$ cat src/spi_consts.svh
`ifndef SPI_CONSTS_SVH
`define SPI_CONSTS_SVH

// Bits shifted per transfer, MSB first
`define SPI_BITS 4'd8

// System clocks per SCLK half period
// SCLK runs at clk / (2 * this)
`define SPI_CLKS_PER_HALF_BIT 2

// Minimum clocks with chip select high
// before the next byte can be accepted
`define SPI_CS_IDLE_CLKS 3

`endif
$ cat src/spi_pkg.sv
package spi_pkg;

    // One byte on MOSI or MISO
    typedef logic [7:0] spiByte_t;

    // Controller sequence, one transfer per pass
    typedef enum logic [2:0] {
        IDLE     = 3'd0, // Ready high, CS inactive
        CS_SETUP = 3'd1, // CS just went low
        TRANSFER = 3'd2, // SCLK toggling
        CS_HOLD  = 3'd3, // Last half period before CS release
        GAP      = 3'd4  // CS high, not yet ready
    } spiState_t;

endpackage

$ cat src/spi_master.sv
`timescale 1ns/1ps
`include "spi_consts.svh"

module spi_master #(
    parameter bit CPOL = 1'b0, // SCLK idle level
    parameter bit CPHA = 1'b0, // 0 samples on leading edge, 1 on trailing
    parameter int CLKS_PER_HALF_BIT = `SPI_CLKS_PER_HALF_BIT
) (
    input  logic clk,
    input  logic i_rst,
    // Host side
    input  spi_pkg::spiByte_t i_txByte,
    input  logic i_txValid,
    output logic o_txReady,
    output spi_pkg::spiByte_t o_rxByte,
    output logic o_rxValid,   // Pulse, o_rxByte is valid
    // SPI pins
    output logic o_spiClk,
    output logic o_spiCsLow,
    output logic o_spiMosi,
    input  logic i_spiMiso
);

    logic load;      // Byte accepted this cycle
    logic run;       // SCLK timer enable
    logic leadEdge;
    logic trailEdge;
    logic clkDone;

    spi_ctrl_fsm spi_ctrl_fsm_i (
        .clk       (clk),
        .i_rst     (i_rst),
        .i_txValid (i_txValid),
        .i_clkDone (clkDone),
        .o_txReady (o_txReady),
        .o_load    (load),
        .o_run     (run),
        .o_csLow   (o_spiCsLow),
        .o_rxValid (o_rxValid)
    );

    spi_clk_gen #(
        .CPOL              (CPOL),
        .CPHA              (CPHA),
        .CLKS_PER_HALF_BIT (CLKS_PER_HALF_BIT)
    ) spi_clk_gen_i (
        .clk         (clk),
        .i_rst       (i_rst),
        .i_run       (run),
        .o_spiClk    (o_spiClk),
        .o_leadEdge  (leadEdge),
        .o_trailEdge (trailEdge),
        .o_done      (clkDone)
    );

    spi_shift_reg #(
        .CPOL (CPOL),
        .CPHA (CPHA)
    ) spi_shift_reg_i (
        .clk         (clk),
        .i_rst       (i_rst),
        .i_load      (load),
        .i_txByte    (i_txByte),
        .i_leadEdge  (leadEdge),
        .i_trailEdge (trailEdge),
        .i_spiMiso   (i_spiMiso),
        .o_spiMosi   (o_spiMosi),
        .o_rxByte    (o_rxByte)
    );

endmodule

$ cat src/spi_ctrl_fsm.sv
`timescale 1ns/1ps
`include "spi_consts.svh"

module spi_ctrl_fsm (
    input  logic clk,
    input  logic i_rst,
    input  logic i_txValid,
    input  logic i_clkDone,
    output logic o_txReady,
    output logic o_load,
    output logic o_run,
    output logic o_csLow,   // Chip select pin level, low is active
    output logic o_rxValid
);

    localparam int WAIT_W = $clog2(`SPI_CS_IDLE_CLKS + 1);
    // Wait values hold the state length minus one
    localparam logic [WAIT_W-1:0] SETUP_LAST = '0;
    localparam logic [WAIT_W-1:0] HOLD_LAST = '0;
    localparam logic [WAIT_W-1:0] GAP_LAST = WAIT_W'(`SPI_CS_IDLE_CLKS - 1);

    spi_pkg::spiState_t state;
    logic [WAIT_W-1:0] waitCnt; // Clocks left in a timed state
    logic waitDone;

    assign waitDone = (waitCnt == '0);

    always_ff @(posedge clk) begin
        if (i_rst) begin
            state     <= spi_pkg::IDLE;
            waitCnt   <= '0;
            o_csLow   <= 1'b1; // CS inactive
            o_rxValid <= 1'b0;
        end else begin
            o_rxValid <= 1'b0; // Single cycle pulse
            case (state)
                spi_pkg::IDLE: begin
                    if (i_txValid) begin // Byte accepted
                        state   <= spi_pkg::CS_SETUP;
                        waitCnt <= SETUP_LAST;
                        o_csLow <= 1'b0;
                    end
                end
                spi_pkg::CS_SETUP: begin
                    // Clock generator already counting the first half period
                    if (waitDone) begin
                        state <= spi_pkg::TRANSFER;
                    end else begin
                        waitCnt <= waitCnt - 1'b1;
                    end
                end
                spi_pkg::TRANSFER: begin
                    if (i_clkDone) begin
                        state   <= spi_pkg::CS_HOLD;
                        waitCnt <= HOLD_LAST;
                    end
                end
                spi_pkg::CS_HOLD: begin
                    if (waitDone) begin
                        state     <= spi_pkg::GAP;
                        waitCnt   <= GAP_LAST;
                        o_csLow   <= 1'b1; // Release CS with the data pulse
                        o_rxValid <= 1'b1;
                    end else begin
                        waitCnt <= waitCnt - 1'b1;
                    end
                end
                spi_pkg::GAP: begin
                    if (waitDone) begin
                        state <= spi_pkg::IDLE;
                    end else begin
                        waitCnt <= waitCnt - 1'b1;
                    end
                end
                default: begin
                    state   <= spi_pkg::IDLE;
                    o_csLow <= 1'b1;
                end
            endcase
        end
    end

    assign o_txReady = (state == spi_pkg::IDLE);
    assign o_load    = o_txReady && i_txValid; // Acceptance
    // SCLK timer runs from CS low until the final edge
    assign o_run = (state == spi_pkg::CS_SETUP) || (state == spi_pkg::TRANSFER);

endmodule

$ cat src/spi_shift_reg.sv
`timescale 1ns/1ps

module spi_shift_reg #(
    parameter bit CPOL = 1'b0,
    parameter bit CPHA = 1'b0
) (
    input  logic clk,
    input  logic i_rst,
    input  logic i_load,
    input  spi_pkg::spiByte_t i_txByte,
    input  logic i_leadEdge,
    input  logic i_trailEdge,
    input  logic i_spiMiso,
    output logic o_spiMosi,
    output spi_pkg::spiByte_t o_rxByte
);

    localparam int BITS = $bits(spi_pkg::spiByte_t);
    localparam int CNT_W = $clog2(BITS);
    localparam bit [1:0] SPI_MODE = {CPOL, CPHA};
    // Modes 0 and 2 sample on the leading edge, 1 and 3 on the trailing one
    localparam bit SAMPLE_LEAD = (SPI_MODE == 2'd0) || (SPI_MODE == 2'd2);

    spi_pkg::spiByte_t txReg; // Bits still to go out
    spi_pkg::spiByte_t rxReg; // Bits collected so far
    logic [CNT_W-1:0] bitCnt; // Samples taken this transfer
    logic sampleStb;
    logic shiftStb;

    assign sampleStb = SAMPLE_LEAD ? i_leadEdge : i_trailEdge;
    assign shiftStb  = SAMPLE_LEAD ? i_trailEdge : i_leadEdge;

    // MOSI pin
    always_ff @(posedge clk) begin
        if (i_rst) begin
            o_spiMosi <= 1'b0;
        end else if (i_load) begin
            if (SAMPLE_LEAD) begin
                o_spiMosi <= i_txByte[BITS-1]; // MSB must be valid before first edge
            end
        end else if (shiftStb) begin
            o_spiMosi <= txReg[BITS-1];
        end
    end

    always_ff @(posedge clk) begin
        if (i_load) begin
            // MSB already on the pin in CPHA 0
            txReg <= SAMPLE_LEAD ? {i_txByte[BITS-2:0], 1'b0} : i_txByte;
        end else if (shiftStb) begin
            txReg <= {txReg[BITS-2:0], 1'b0};
        end
    end

    always_ff @(posedge clk) begin
        if (i_rst || i_load) begin
            bitCnt <= '0;
        end else if (sampleStb) begin
            bitCnt <= bitCnt + 1'b1; // Wraps after the last bit
        end
    end

    // MISO capture, MSB arrives first
    always_ff @(posedge clk) begin
        if (sampleStb) begin
            rxReg <= {rxReg[BITS-2:0], i_spiMiso};
            if (bitCnt == CNT_W'(BITS - 1)) begin
                o_rxByte <= {rxReg[BITS-2:0], i_spiMiso}; // Whole byte in
            end
        end
    end

endmodule

$ cat src/spi_clk_gen.sv
`timescale 1ns/1ps
`include "spi_consts.svh"

module spi_clk_gen #(
    parameter bit CPOL = 1'b0,
    parameter bit CPHA = 1'b0,
    parameter int CLKS_PER_HALF_BIT = `SPI_CLKS_PER_HALF_BIT
) (
    input  logic clk,
    input  logic i_rst,
    input  logic i_run,
    output logic o_spiClk,
    output logic o_leadEdge,  // Strobe, SCLK leaves idle level at next clk
    output logic o_trailEdge, // Strobe, SCLK returns to idle level at next clk
    output logic o_done
);

    localparam int EDGES = 2 * `SPI_BITS; // Two edges per bit
    localparam int EDGE_W = $clog2(EDGES + 1);
    localparam int HALF_W = (CLKS_PER_HALF_BIT > 1) ? $clog2(CLKS_PER_HALF_BIT) : 1;
    localparam logic [HALF_W-1:0] HALF_LAST = HALF_W'(CLKS_PER_HALF_BIT - 1);

    // Done leads the end of the final half period by one clock,
    // the FSM spends that clock in CS_HOLD
    localparam logic [HALF_W-1:0] DONE_CNT =
        (CLKS_PER_HALF_BIT > 1) ? HALF_W'(CLKS_PER_HALF_BIT - 2) : '0;
    localparam logic [EDGE_W-1:0] DONE_EDGE =
        (CLKS_PER_HALF_BIT > 1) ? EDGE_W'(EDGES) : EDGE_W'(EDGES - 1);

    logic [HALF_W-1:0] halfCnt; // Clocks into current half period
    logic [EDGE_W-1:0] edgeCnt; // SCLK edges issued so far
    logic halfTick;
    logic edgesLeft;

    // Divider of zero has no meaning in any mode
    if (CLKS_PER_HALF_BIT < 1) begin : gBadDivider
        $error("SPI mode %0d needs CLKS_PER_HALF_BIT >= 1", {CPOL, CPHA});
    end

    assign halfTick  = i_run && (halfCnt == HALF_LAST); // End of a half period
    assign edgesLeft = (edgeCnt < EDGE_W'(EDGES));

    always_ff @(posedge clk) begin
        if (i_rst || !i_run) begin
            halfCnt  <= '0;
            edgeCnt  <= '0;
            o_spiClk <= CPOL; // Park at idle level
        end else if (halfTick) begin
            halfCnt <= '0;
            if (edgesLeft) begin
                edgeCnt  <= edgeCnt + 1'b1;
                o_spiClk <= ~o_spiClk;
            end
        end else begin
            halfCnt <= halfCnt + 1'b1;
        end
    end

    // Even edges leave idle, odd edges come back
    assign o_leadEdge  = halfTick && edgesLeft && !edgeCnt[0];
    assign o_trailEdge = halfTick && edgesLeft && edgeCnt[0];

    assign o_done = i_run && (edgeCnt == DONE_EDGE) && (halfCnt == DONE_CNT);

endmodule

$ cat config.mk
export PLATFORM = sky130hd
export DESIGN_NAME = spi_master
export DESIGN_NICKNAME = d
export VERILOG_FILES = /design/src/spi_pkg.sv /design/src/spi_master.sv /design/src/spi_ctrl_fsm.sv /design/src/spi_shift_reg.sv /design/src/spi_clk_gen.sv
export VERILOG_INCLUDE_DIRS = /design/src /design/src/src
export SDC_FILE = /design/constraint.sdc
export NUM_CORES = 1
export LEC_CHECK = 0
export BUFFER_PORTS_ARGS = -buffer_cell sky130_fd_sc_hd__clkbuf_2
export CORE_MARGIN = 1
export CORE_UTILIZATION = 63
export CTS_BUF_LIST = sky130_fd_sc_hd__clkbuf_2 sky130_fd_sc_hd__clkbuf_4 sky130_fd_sc_hd__clkbuf_8
export CTS_CLUSTER_SIZE = 28
export DETAILED_ROUTE_END_ITERATION = 7
export PLACE_DENSITY = 0.95
export SLEW_MARGIN = 15
export SYNTH_ARGS = -nofsm -noshare
export SYNTH_HDL_FRONTEND = slang
export SYNTH_SLANG_ARGS = --single-unit
export TNS_END_PERCENT = 50
$ cat constraint.sdc
create_clock -name clk -period 5.72 [get_ports clk]
set_clock_uncertainty 0.2 [all_clocks]
set_input_delay 0.286 -clock clk [delete_from_list [all_inputs] [get_ports clk]]
set_output_delay 0.286 -clock clk [all_outputs]
set_load 0.03 [all_outputs]
==> summary.md, run 1 <==
| Metric | Value |
|---|---|
| Clock Pin Slew Worst Setup and Hold Paths | 110 ps |
| Die height | 54.24 µm |
| Max stage delay on crit path | 620 ps |
| Min-delay worst type | input pin to register |
| Final count of pins violating max slew | 0 |
| Hpwl dp | 2.206 mm |
| Grt ovf | 0 |
| Placer Congestion | 0.8469 |
| Via Count | 1103 |
| Die X | 54.24 µm |
| Clk root buf | clkbuf_4 |
| Post-CTS sizing | 0 |
| Post-Syn Instances | 135 |
| Sequential share of the synthesized area | 59.39% |
| Type of destination of the critical path | register |
| Top-Level Pins | 25 |
| Synthesized flop and latch total | 40 |
| DRC viols | 0 |
| Final setup viols | 0 |
| Num CTS Buffers | 5 |
| Largest net degree at the start of global routing | 18 |
| Max-Cap Viols | 0 |
| Nets | 178 |
| Status | completed |
| Routed WL per cell | 15.37 µm |
| Buffers added on ports | 24 |
| Via density | 5.775 |
| Crit path DAT | 2190 ps |
| Area growth syn-to-layout | 11.28% |
| Worst relative slew slack | 52.97% |
| Least-Margin Pin Slew | 700.2 ps |
| Distinct cells, synth | 39 |
| Post-synth top area share | 38.43% |
| Synthesized net count | 153 |
| Htree depth | 2 |
| Min Tclk post-route | 2368 ps |
| Post-placement cell area | 0.001836 mm² |
| Fin crit share | 41.40% |
| Clk_lat worst skew | 350 ps |
| DRT Pass-1 Iters | 4 |
| DRT antenna net count | 0 |
| PwrDens | 367.7 mW/mm² |
| Full die area | 0.002941 mm² |
| Synthesis Warnings | 0 |
| Leakage power | 0.7113 nW |
| Vias in the first global route | 1094 |
| Count of final hold-check violations | 0 |
| Maximum clock rate | 422.3 MHz |
| Util after Layout | 75.84% |
| Fin area | 0.001913 mm² |
| Overall Global Routing Usage | 23.75% |
| Setup Total Neg Slack | 0 ps |
| Count of flip-flops with a built-in enable after synthesis | 22 |
| CP max stage cell | dfxtp_1 |
| Antenna cells | 0 |
| Syn avg cell area | 12.73 µm² |
| Maximum VDD drop | 0.0002795 V |
| RSZ-0062 raised after global routing | false |
| CP Cell Sequence | xnor2_2 > nor4_4 > and2_1 |
| Global-route wire length before repair | 4.712 mm |
| CTS Buffer Depth | 2 |
| Worst EP required | 5540 ps |
| Main synth FF type | edfxtp_1 |
| DRT iter0 DRCs | 25 |
| CTS tree | done |
| Synth Cell Area | 0.001719 mm² |
| Synth top area cells | edfxtp_1 (38%), dfxtp_1 (21%), mux2_2 (5.2%), ha_1 (4.4%), nor2_1 (3.1%) |
| Async set-or-reset flop fraction in the synthesized netlist | 0% |
| CP Launch Type | register |
| CTS sink cnt | 40 |
| WS Path Type | register to register |
| Fill count | 176 |
| Family with the most delay on the worst path | simple AND/OR/NAND/NOR gates |
| Drt total wl | 2.935 mm |
| Largest fanout on the critical path | 13 |
| CP Buf/Inv Count | 0 |
| Core Footprint | 0.002522 mm² |
| Area leader, netlist | edfxtp_1 |
| Total Power | 0.7033 mW |
| Cell Rows | 18 |
| Layout cell share with drive strength beyond 1 | 29.19% |
| Initial Util | 68.15% |
| Hold slack | 35.78 ps |
| Antenna violations before repair | 0 |
## cells by family (layout without fill, tap and decap cells)
group           after synthesis  count (layout)  share of synthesized area, %
fa+ha+maj                     6               6                         4.367
compound gates               15              15                         6.187
mux                          12              12                         7.569
simple gates                 40              40                         14.26
xor+xnor                      8               8                         4.513
buf+inv                      14              40                         3.711
flops                        40              40                         59.39
## worst paths after layout
path / endpoint / slack [ps] / cells past startpoint / from
min: spi_shift_reg_i.txReg[3] / 40 / 2 / i_txByte[2]
max: spi_shift_reg_i.o_rxByte[7] / 3350 / 3 / spi_ctrl_fsm_i.state[1]
max reg2reg: spi_shift_reg_i.o_rxByte[7] / 3350 / 3 / spi_ctrl_fsm_i.state[1]
min reg2reg: spi_shift_reg_i.o_rxByte[7] / 250 / 0 / spi_shift_reg_i.rxReg[6]
## layer usage
layer / wire, µm / up-vias / GRT usage [%]
met3: 136 / 5 / 5.833
met1: 1215 / 531 / 26.56
met2: 1527 / 34 / 42.48
met5: 0 / - / 0
li1: - / 533 / -
met4: 55 / 0 / 10.26
## area by class of cell
cell class	instances	area [µm²]	share of cell area (%)
clock buffers	7	52.55	2.747
clock inverters	1	5.005	0.2616
inverters	6	22.52	1.177
multi-input cells	81	634.4	33.16
flip-flops and latches	40	1021	53.37
well taps	30	37.54	1.962
repair buffers	26	140.1	7.325
## report_power, final
| part | switching, mW | leakage, nW | total (mW) | internal, mW |
|---|---|---|---|---|
| combinational | 0.106 | 0.327 | 0.179 | 0.0730 |
| sequential | 0.0305 | 0.349 | 0.378 | 0.348 |
| clock | 0.0885 | 0.0361 | 0.146 | 0.0574 |
## flip-flops by register name, summed over array words and instances (netlist names)
register,cells
spi_shift_reg_i.o_rxByte,8
spi_shift_reg_i.rxReg,7
spi_shift_reg_i.txReg,7
spi_clk_gen_i.edgeCnt,5
spi_ctrl_fsm_i.state,3
spi_shift_reg_i.bitCnt,3
spi_ctrl_fsm_i.waitCnt,2
spi_clk_gen_i.halfCnt,1
spi_clk_gen_i.o_spiClk,1
spi_ctrl_fsm_i.o_csLow,1
spi_ctrl_fsm_i.o_rxValid,1
spi_shift_reg_i.o_spiMosi,1
## cells in the final DEF (no fill, tap or decap), types with 3 or more instances in the layout
| cell type | count |
|---|---|
| xnor2_1 | 4 |
| mux2_2 | 8 |
| nor3_1 | 3 |
| clkbuf_4 | 7 |
| a21oi_1 | 4 |
| nor3_2 | 4 |
| xor2_1 | 3 |
| clkbuf_2 | 24 |
| nand2_1 | 3 |
| mux2i_1 | 4 |
| edfxtp_1 | 22 |
| nor2_1 | 14 |
| ha_1 | 6 |
| nand2b_1 | 4 |
| dfxtp_1 | 18 |
| inv_1 | 6 |
## timing repair
item / 4_1_cts / 5_1_grt
hold buffers: 2 / 0
setup buffers: 0 / 0
hold endpoints to repair: 3 / 0
endpoints found under the setup margin: 0 / 0
## synthesized netlist by cell type, types with 2 or more instances
cell	instances
a21oi_1	4
and2_1	2
mux2i_1	4
inv_1	6
xnor2_1	4
nand2_1	3
nor2_1	14
a31oi_1	2
xor2_1	3
nor3_1	3
buf_2	3
ha_1	6
buf_4	2
mux2_2	8
edfxtp_1	22
or3_1	2
dfxtp_1	18
clkbuf_1	2
nor3_2	4
nand2b_1	4
## metrics by stage
step / setup WS, ps / std cells
after global routing: 3171 / 191
after CTS: 3324 / 191
after floorplan: 3269 / 135
after global placement: 3514 / 181
after detailed placement: 3333 / 181
final: 3352 / 191
No activity file was read; power rests on OpenSTA's default activity.
==> run 2, diff against run 1 <==
Settings changed: CORE_UTILIZATION 63 to 58, PLACE_DENSITY 0.95 to 0.91.
Clock period 5.72 ns to 2.2 ns, I/O delays scaled along.
==> run 2 against run 1 <==
Against the previous run:
- non-clock buffer count grew 14
- final cell count grew 7.9%
- hold slack gained 200 ps
- combinational power grew to 2.9 times the previous value
- clock power grew 150%
- critical path depth is the same
- core utilization shrank 2.2 points
==> summary.md, run 2 (synthesis gave the netlist of run 1 again) <==
| Metric | Value |
|---|---|
| Min-delay worst type | register to register |
| Core Footprint | 0.002781 mm² |
| Met2 usage in global routing | 37.31% |
| Via Count | 1153 |
| CP Launch Type | register |
| Largest net degree at the start of global routing | 15 |
| Max-Cap Viols | 0 |
| DRT Pass-1 Iters | 4 |
| Crit path DAT | 1920 ps |
| DRT iter0 DRCs | 51 |
| Layout Cells excl Fill | 206 |
| Fill count | 178 |
| Sequential share of power | 52.8% |
| CP Cell Sequence | nor3_2 > and2_1 > mux2_2 |
| Place WS | 225.4 ps |
| Die height | 56.45 µm |
| Full die area | 0.003186 mm² |
| Nets | 192 |
| Post-CTS sizing | 0 |
| CTS sink cnt | 40 |
| Sw Pwr | 0.6200 mW |
| Hpwl dp | 2.013 mm |
| CP max stage cell | dfxtp_1 |
| Internal power | 1.247 mW |
| GR Util met3 | 7.143% |
| Sw frac | 33.21% |
| Vias in the first global route | 1162 |
| Max stage delay on crit path | 480 ps |
| Htree depth | 2 |
| CTS tree | done |
| RSZ-0062 raised after global routing | false |
| Grt ovf | 0 |
| Via density | 5.597 |
| Worst relative slew slack | 67.07% |
| DRC viols | 0 |
| Maximum VDD drop | 0.0009505 V |
| Num CTS Buffers | 5 |
| Least-Margin Pin Slew | 493.3 ps |
| Fin crit share | 91.29% |
| Initial Util | 61.81% |
| Min Tclk post-route | 2008 ps |
| Setup Fix Bufs, Post-CTS | 0 |
| DRT antenna net count | 0 |
| Status | completed |
| Count of final hold-check violations | 0 |
| Type of destination of the critical path | register |
| Buffers added on ports | 24 |
| Reg2Reg Depth | 3 |
| Placer Congestion | 0.7876 |
| Max reg flops | 8 |
| CTS Hold Bufs | 12 |
| Final count of pins violating max slew | 0 |
| Clk_lat worst skew | 350 ps |
| Layout cell share with drive strength beyond 1 | 29.14% |
| Clock power share | 19.5% |
| Global-route wire length before repair | 5.064 mm |
| Final setup viols | 0 |
| Setup Total Neg Slack | 0 ps |
| Worst EP required | 2110 ps |
| Clock Pin Slew Worst Setup and Hold Paths | 120 ps |
| Biggest regs | spi_shift_reg_i.o_rxByte (8), spi_shift_reg_i.rxReg (7), spi_shift_reg_i.txReg (7) |
| Largest fanout on the critical path | 13 |
| Leakage power | 0.7659 nW |
| Drt total wl | 3.007 mm |
| Maximum clock rate | 497.9 MHz |
| Most frequent cells in the layout | clkbuf_2 (24), edfxtp_1 (22), dfxtp_1 (18) |
| Placed Cells | 186 |
| Antenna violations before repair | 0 |
| Combinational share of power | 27.7% |
| Top-Level Pins | 25 |
| Die X | 56.45 µm |
| Routing usage on met1 | 24.73% |
| Commonest non-fill, non-tap cell in the layout | clkbuf_2 |
| CTS Buffer Depth | 2 |
| Routed WL per cell | 14.60 µm |
| PwrDens | 911.4 mW/mm² |
| Most Used Layer, Global Route | met2 |
| Area growth syn-to-layout | 19.14% |
| Min setup slack post-route | 191.6 ps |
| Overall Global Routing Usage | 21.35% |
| WS Path Type | register to register |
| Cell Rows | 19 |
| Antenna cells | 0 |
| Clk root buf | clkbuf_4 |
| Biggest register | spi_shift_reg_i.o_rxByte |
| Hold slack | 233.3 ps |
| Hold depth | 0 |
==> run 2: path summary, 6_finish.rpt <==
kind | start | endpoint | slack (ps)
hold / removal | spi_shift_reg_i.rxReg[6] | spi_shift_reg_i.o_rxByte[7] | 230
hold reg to reg | spi_shift_reg_i.rxReg[6] | spi_shift_reg_i.o_rxByte[7] | 230
setup / recovery | spi_ctrl_fsm_i.state[1] | spi_shift_reg_i.txReg[7] | 190
setup reg to reg | spi_ctrl_fsm_i.state[1] | spi_shift_reg_i.txReg[7] | 190
==> run 2: cell type report <==
| type | count | area [µm²] | area share (%) |
|---|---|---|---|
| clock inverters | 3 | 18.77 | 0.9163 |
| flip-flops and latches | 40 | 1021 | 49.85 |
| clock buffers | 5 | 37.54 | 1.833 |
| multi-input cells | 81 | 639.4 | 31.22 |
| inverters | 6 | 22.52 | 1.100 |
| repair buffers | 40 | 270.3 | 13.19 |
| well taps | 31 | 38.79 | 1.894 |
==> run 2: routing by layer <==
layer | wire (µm) | up-vias
li1 | - | 557
met1 | 1243 | 567
met2 | 1611 | 26
met3 | 120 | 3
met4 | 32 | 0
met5 | 0 | -
==> run 2: power by group through the flow <==
stage	Combinational, mW	Clock (mW)	Sequential (mW)
after floorplan	0.407	0	0.976
after global placement	0.462	0	0.994
after detailed placement	0.489	0	1.00
after CTS	0.510	0.373	0.984
after global routing	0.558	0.400	0.998
final	0.517	0.363	0.986
==> run 2: metrics by stage <==
step | area [µm²] | util (%) | total power, mW
floorplan | 1724 | - | 1.383
global placement | 1872 | 67.30 | 1.456
detailed placement | 1872 | 67.30 | 1.489
CTS | 2048 | 73.64 | 1.867
global route | 2048 | 73.64 | 1.956
finish | 2048 | 73.64 | 1.867
==> run 2: critical path: cells and delay by family, from the launching register on <==
family           cells  cell delay (ps)
and+or+nand+nor      2              700
DFF                  1              480
muxes                1              390
==> run 3, diff against run 2 <==
Settings changed: ABC_AREA set to 1.
==> run 3 against run 2 <==
Against the previous run:
- the run now ends with DRC left
- setup slack better by 230 ps
- die area is 2.0% higher
- final cell count is 17% higher
- power is 28% higher
- area after synthesis is 2.1% higher
- hold slack worse by 3.2 ps
- via count is 14% higher
- critical endpoint is now spi_shift_reg_i.txReg[4]
- largest cell class unchanged
==> summary.md, run 3 <==
| Metric | Value |
|---|---|
| GR Util met3 | 7.029% |
| Vias in the first global route | 1275 |
| Placed Cells | 223 |
| Top-count cell post-synth | nand2_1 |
| Synthesized flop and latch total | 40 |
| Synthesis Warnings | 0 |
| Fill count | 171 |
| Failing checks | DRC |
| Combinational share of power | 35.5% |
| Most Used Layer, Global Route | met2 |
| Reg2Reg Depth | 5 |
| Min Tclk post-route | 1781 ps |
| Biggest register | spi_shift_reg_i.o_rxByte |
| Synth top area cells | edfxtp_1 (38%), dfxtp_1 (21%), nand2_1 (7.1%), inv_1 (4.7%), ha_1 (4.3%) |
| Htree depth | 2 |
| PwrDens | 1134 mW/mm² |
| Largest net degree at the start of global routing | 13 |
| CTS Buffer Depth | 2 |
| Routing usage on met1 | 24.66% |
| Area leader, netlist | edfxtp_1 |
| Full die area | 0.003251 mm² |
| Core Footprint | 0.002805 mm² |
| Hold Crit Start | spi_clk_gen_i.halfCnt |
| Status | finished with violations |
| Leakage power | 0.8943 nW |
| Commonest non-fill, non-tap cell in the layout | nand2_1 |
| Async set-or-reset flop fraction in the synthesized netlist | 0% |
| Final setup viols | 0 |
| Biggest regs | spi_shift_reg_i.o_rxByte (8), spi_shift_reg_i.rxReg (7), spi_shift_reg_i.txReg (7) |
| Layout Cells excl Fill | 242 |
| CTS tree | done |
| Hold depth | 1 |
| Count of flip-flops with a built-in enable after synthesis | 22 |
| Via Count | 1311 |
| Hpwl dp | 2.322 mm |
| Die X | 57.02 µm |
| RR Startpoint | spi_ctrl_fsm_i.state[2] |
| Crit path DAT | 1690 ps |
| Most frequent cells in the layout | nand2_1 (33), clkbuf_2 (24), inv_1 (22), edfxtp_1 (22), dfxtp_1 (18) |
| Antenna cells | 0 |
| Drt total wl | 3.296 mm |
| Max-Cap Viols | 0 |
| Clk_lat worst skew | 350 ps |
| Type of destination of the critical path | register |
| CP Launch Type | register |
| Max stage delay on crit path | 440 ps |
| Min setup slack post-route | 418.7 ps |
| RSZ-0062 raised after global routing | false |
| Count of final hold-check violations | 0 |
| Syn avg cell area | 10.45 µm² |
| Critical R2R Capture | spi_shift_reg_i.txReg[4] |
| Grt ovf | 0 |
| Die height | 57.02 µm |
| Placer Congestion | 0.8681 |
| Sequential share of power | 44.1% |
| Internal power | 1.509 mW |
| Flop2flop setup slack | 420 ps |
| Fin crit share | 80.97% |
| CP max stage cell | dfxtp_1 |
| Synthesized net count | 186 |
| Layout cell share with drive strength beyond 1 | 24.17% |
| Sw frac | 36.67% |
| Distinct cells, synth | 28 |
| Area growth syn-to-layout | 19.67% |
| Final count of pins violating max slew | 0 |
| Setup Total Neg Slack | 0 ps |
| Main synth FF type | edfxtp_1 |
| Max reg flops | 8 |
| Worst relative slew slack | 78.52% |
| Post-Syn Instances | 168 |
| Maximum VDD drop | 0.001069 V |
| Clock Pin Slew Worst Setup and Hold Paths | 110 ps |
| Place WS | 473.9 ps |
| Via density | 5.417 |
| Met2 usage in global routing | 41.01% |
| Least-Margin Pin Slew | 321.4 ps |
| Synth top cells by count | nand2_1 (33), edfxtp_1 (22), inv_1 (22) |
| Setup Fix Bufs, Post-CTS | 0 |
| Maximum clock rate | 561.4 MHz |
| Initial Util | 62.58% |
| Clock power share | 20.4% |
| CP Cell Sequence | inv_1 > nand2_2 > nor2_4 > nand2_2 > mux2_2 |
| Antenna violations before repair | 0 |
| CP Buf/Inv Count | 1 |
| Routed WL per cell | 13.62 µm |
| Post-CTS sizing | 0 |
| Sw Pwr | 0.8739 mW |
| DRT antenna net count | 0 |
| Cell repeated most along the worst path | nand2_2 |
| Cell Rows | 19 |
| Min-delay worst type | register to register |
| Buffers added on ports | 24 |
| Num CTS Buffers | 5 |
| DRT Pass-1 Iters | 6 |
| Post-synth top area share | 37.63% |
| DRC viols | 2 |
| Family with the most delay on the worst path | flip-flops |
| Clk root buf | clkbuf_4 |
| Overall Global Routing Usage | 22.86% |
| Nets | 228 |
| CTS sink cnt | 40 |
| DRT iter0 DRCs | 38 |
| Largest fanout on the critical path | 11 |
| Global-route wire length before repair | 5.471 mm |
| Top-Level Pins | 25 |
| Worst EP required | 2110 ps |
| Sequential share of the synthesized area | 58.16% |
| Hold endpoint | spi_clk_gen_i.halfCnt |
| WS Path Type | register to register |
| Synth Cell Area | 0.001755 mm² |
==> run 3: stage by stage <==
step / utilization (%) / total power, mW / cell area, µm² / hold WS, ps
floorplan: - / 1.713 / 1755 / -20.93
global placement: 68.11 / 1.821 / 1911 / 116.4
detailed placement: 68.11 / 1.883 / 1911 / 119.2
CTS: 74.89 / 2.377 / 2101 / 235.4
global route: 74.89 / 2.511 / 2101 / 255.8
finish: 74.89 / 2.383 / 2101 / 230.0
==> run 3: per-layer routing <==
| layer | up-vias | share of wire [%] |
|---|---|---|
| met5 | - | 0 |
| met4 | 0 | 3.6 |
| met1 | 611 | 39 |
| met3 | 13 | 4.8 |
| li1 | 641 | - |
| met2 | 46 | 53 |
==> run 3: repair_timing <==
item / 4_1_cts / 5_1_grt
setup endpoints to repair: 0 / 0
hold buffers: 11 / 0
endpoints found under the hold margin: 17 / 0
==> run 3: cell type report <==
type                       count  area [µm²]  area share, %
clock buffer                   6       45.04          2.144
clock inverter                 2       35.03          1.668
inverter                      23       86.33          4.110
multi-input combinational    104       636.9          30.32
sequential                    40        1021          48.60
tap                           31       38.79          1.846
timing repair buffer          36       237.7          11.32
==> run 3: power by group through the flow <==
stage               Clock, mW  Combinational [mW]  Sequential, mW
floorplan                   0               0.653            1.06
global placement            0               0.775            1.05
detailed placement          0               0.820            1.06
CTS                     0.495               0.838            1.04
global route            0.516               0.930            1.07
finish                  0.486               0.847            1.05
==> run 3: logic make-up after synthesis <==
| group | synth area share, % |
|---|---|
| xor gates and xnor gates | 0.4990 |
| adders and majority gates | 4.276 |
| and+or+nand+nor | 20.96 |
| AOI/OAI and AO/OA | 5.631 |
| DFF | 58.16 |
| buffers and inverters | 5.559 |
| muxes | 4.918 |
==> run 3: worst max-delay path by stage <==
stage | cells after the start | from | slack [ps] | endpoint
after global routing | 7 | spi_ctrl_fsm_i.state[2] | 320 | spi_shift_reg_i.o_spiMosi
after global placement | 5 | spi_ctrl_fsm_i.state[0] | 560 | spi_shift_reg_i.txReg[4]
after CTS | 5 | spi_ctrl_fsm_i.state[2] | 460 | spi_shift_reg_i.txReg[4]
after floorplan | 5 | spi_ctrl_fsm_i.state[0] | 450 | spi_shift_reg_i.o_rxByte[0]
after detailed placement | 5 | spi_ctrl_fsm_i.state[2] | 470 | spi_shift_reg_i.txReg[4]
final | 5 | spi_ctrl_fsm_i.state[2] | 420 | spi_shift_reg_i.txReg[4]
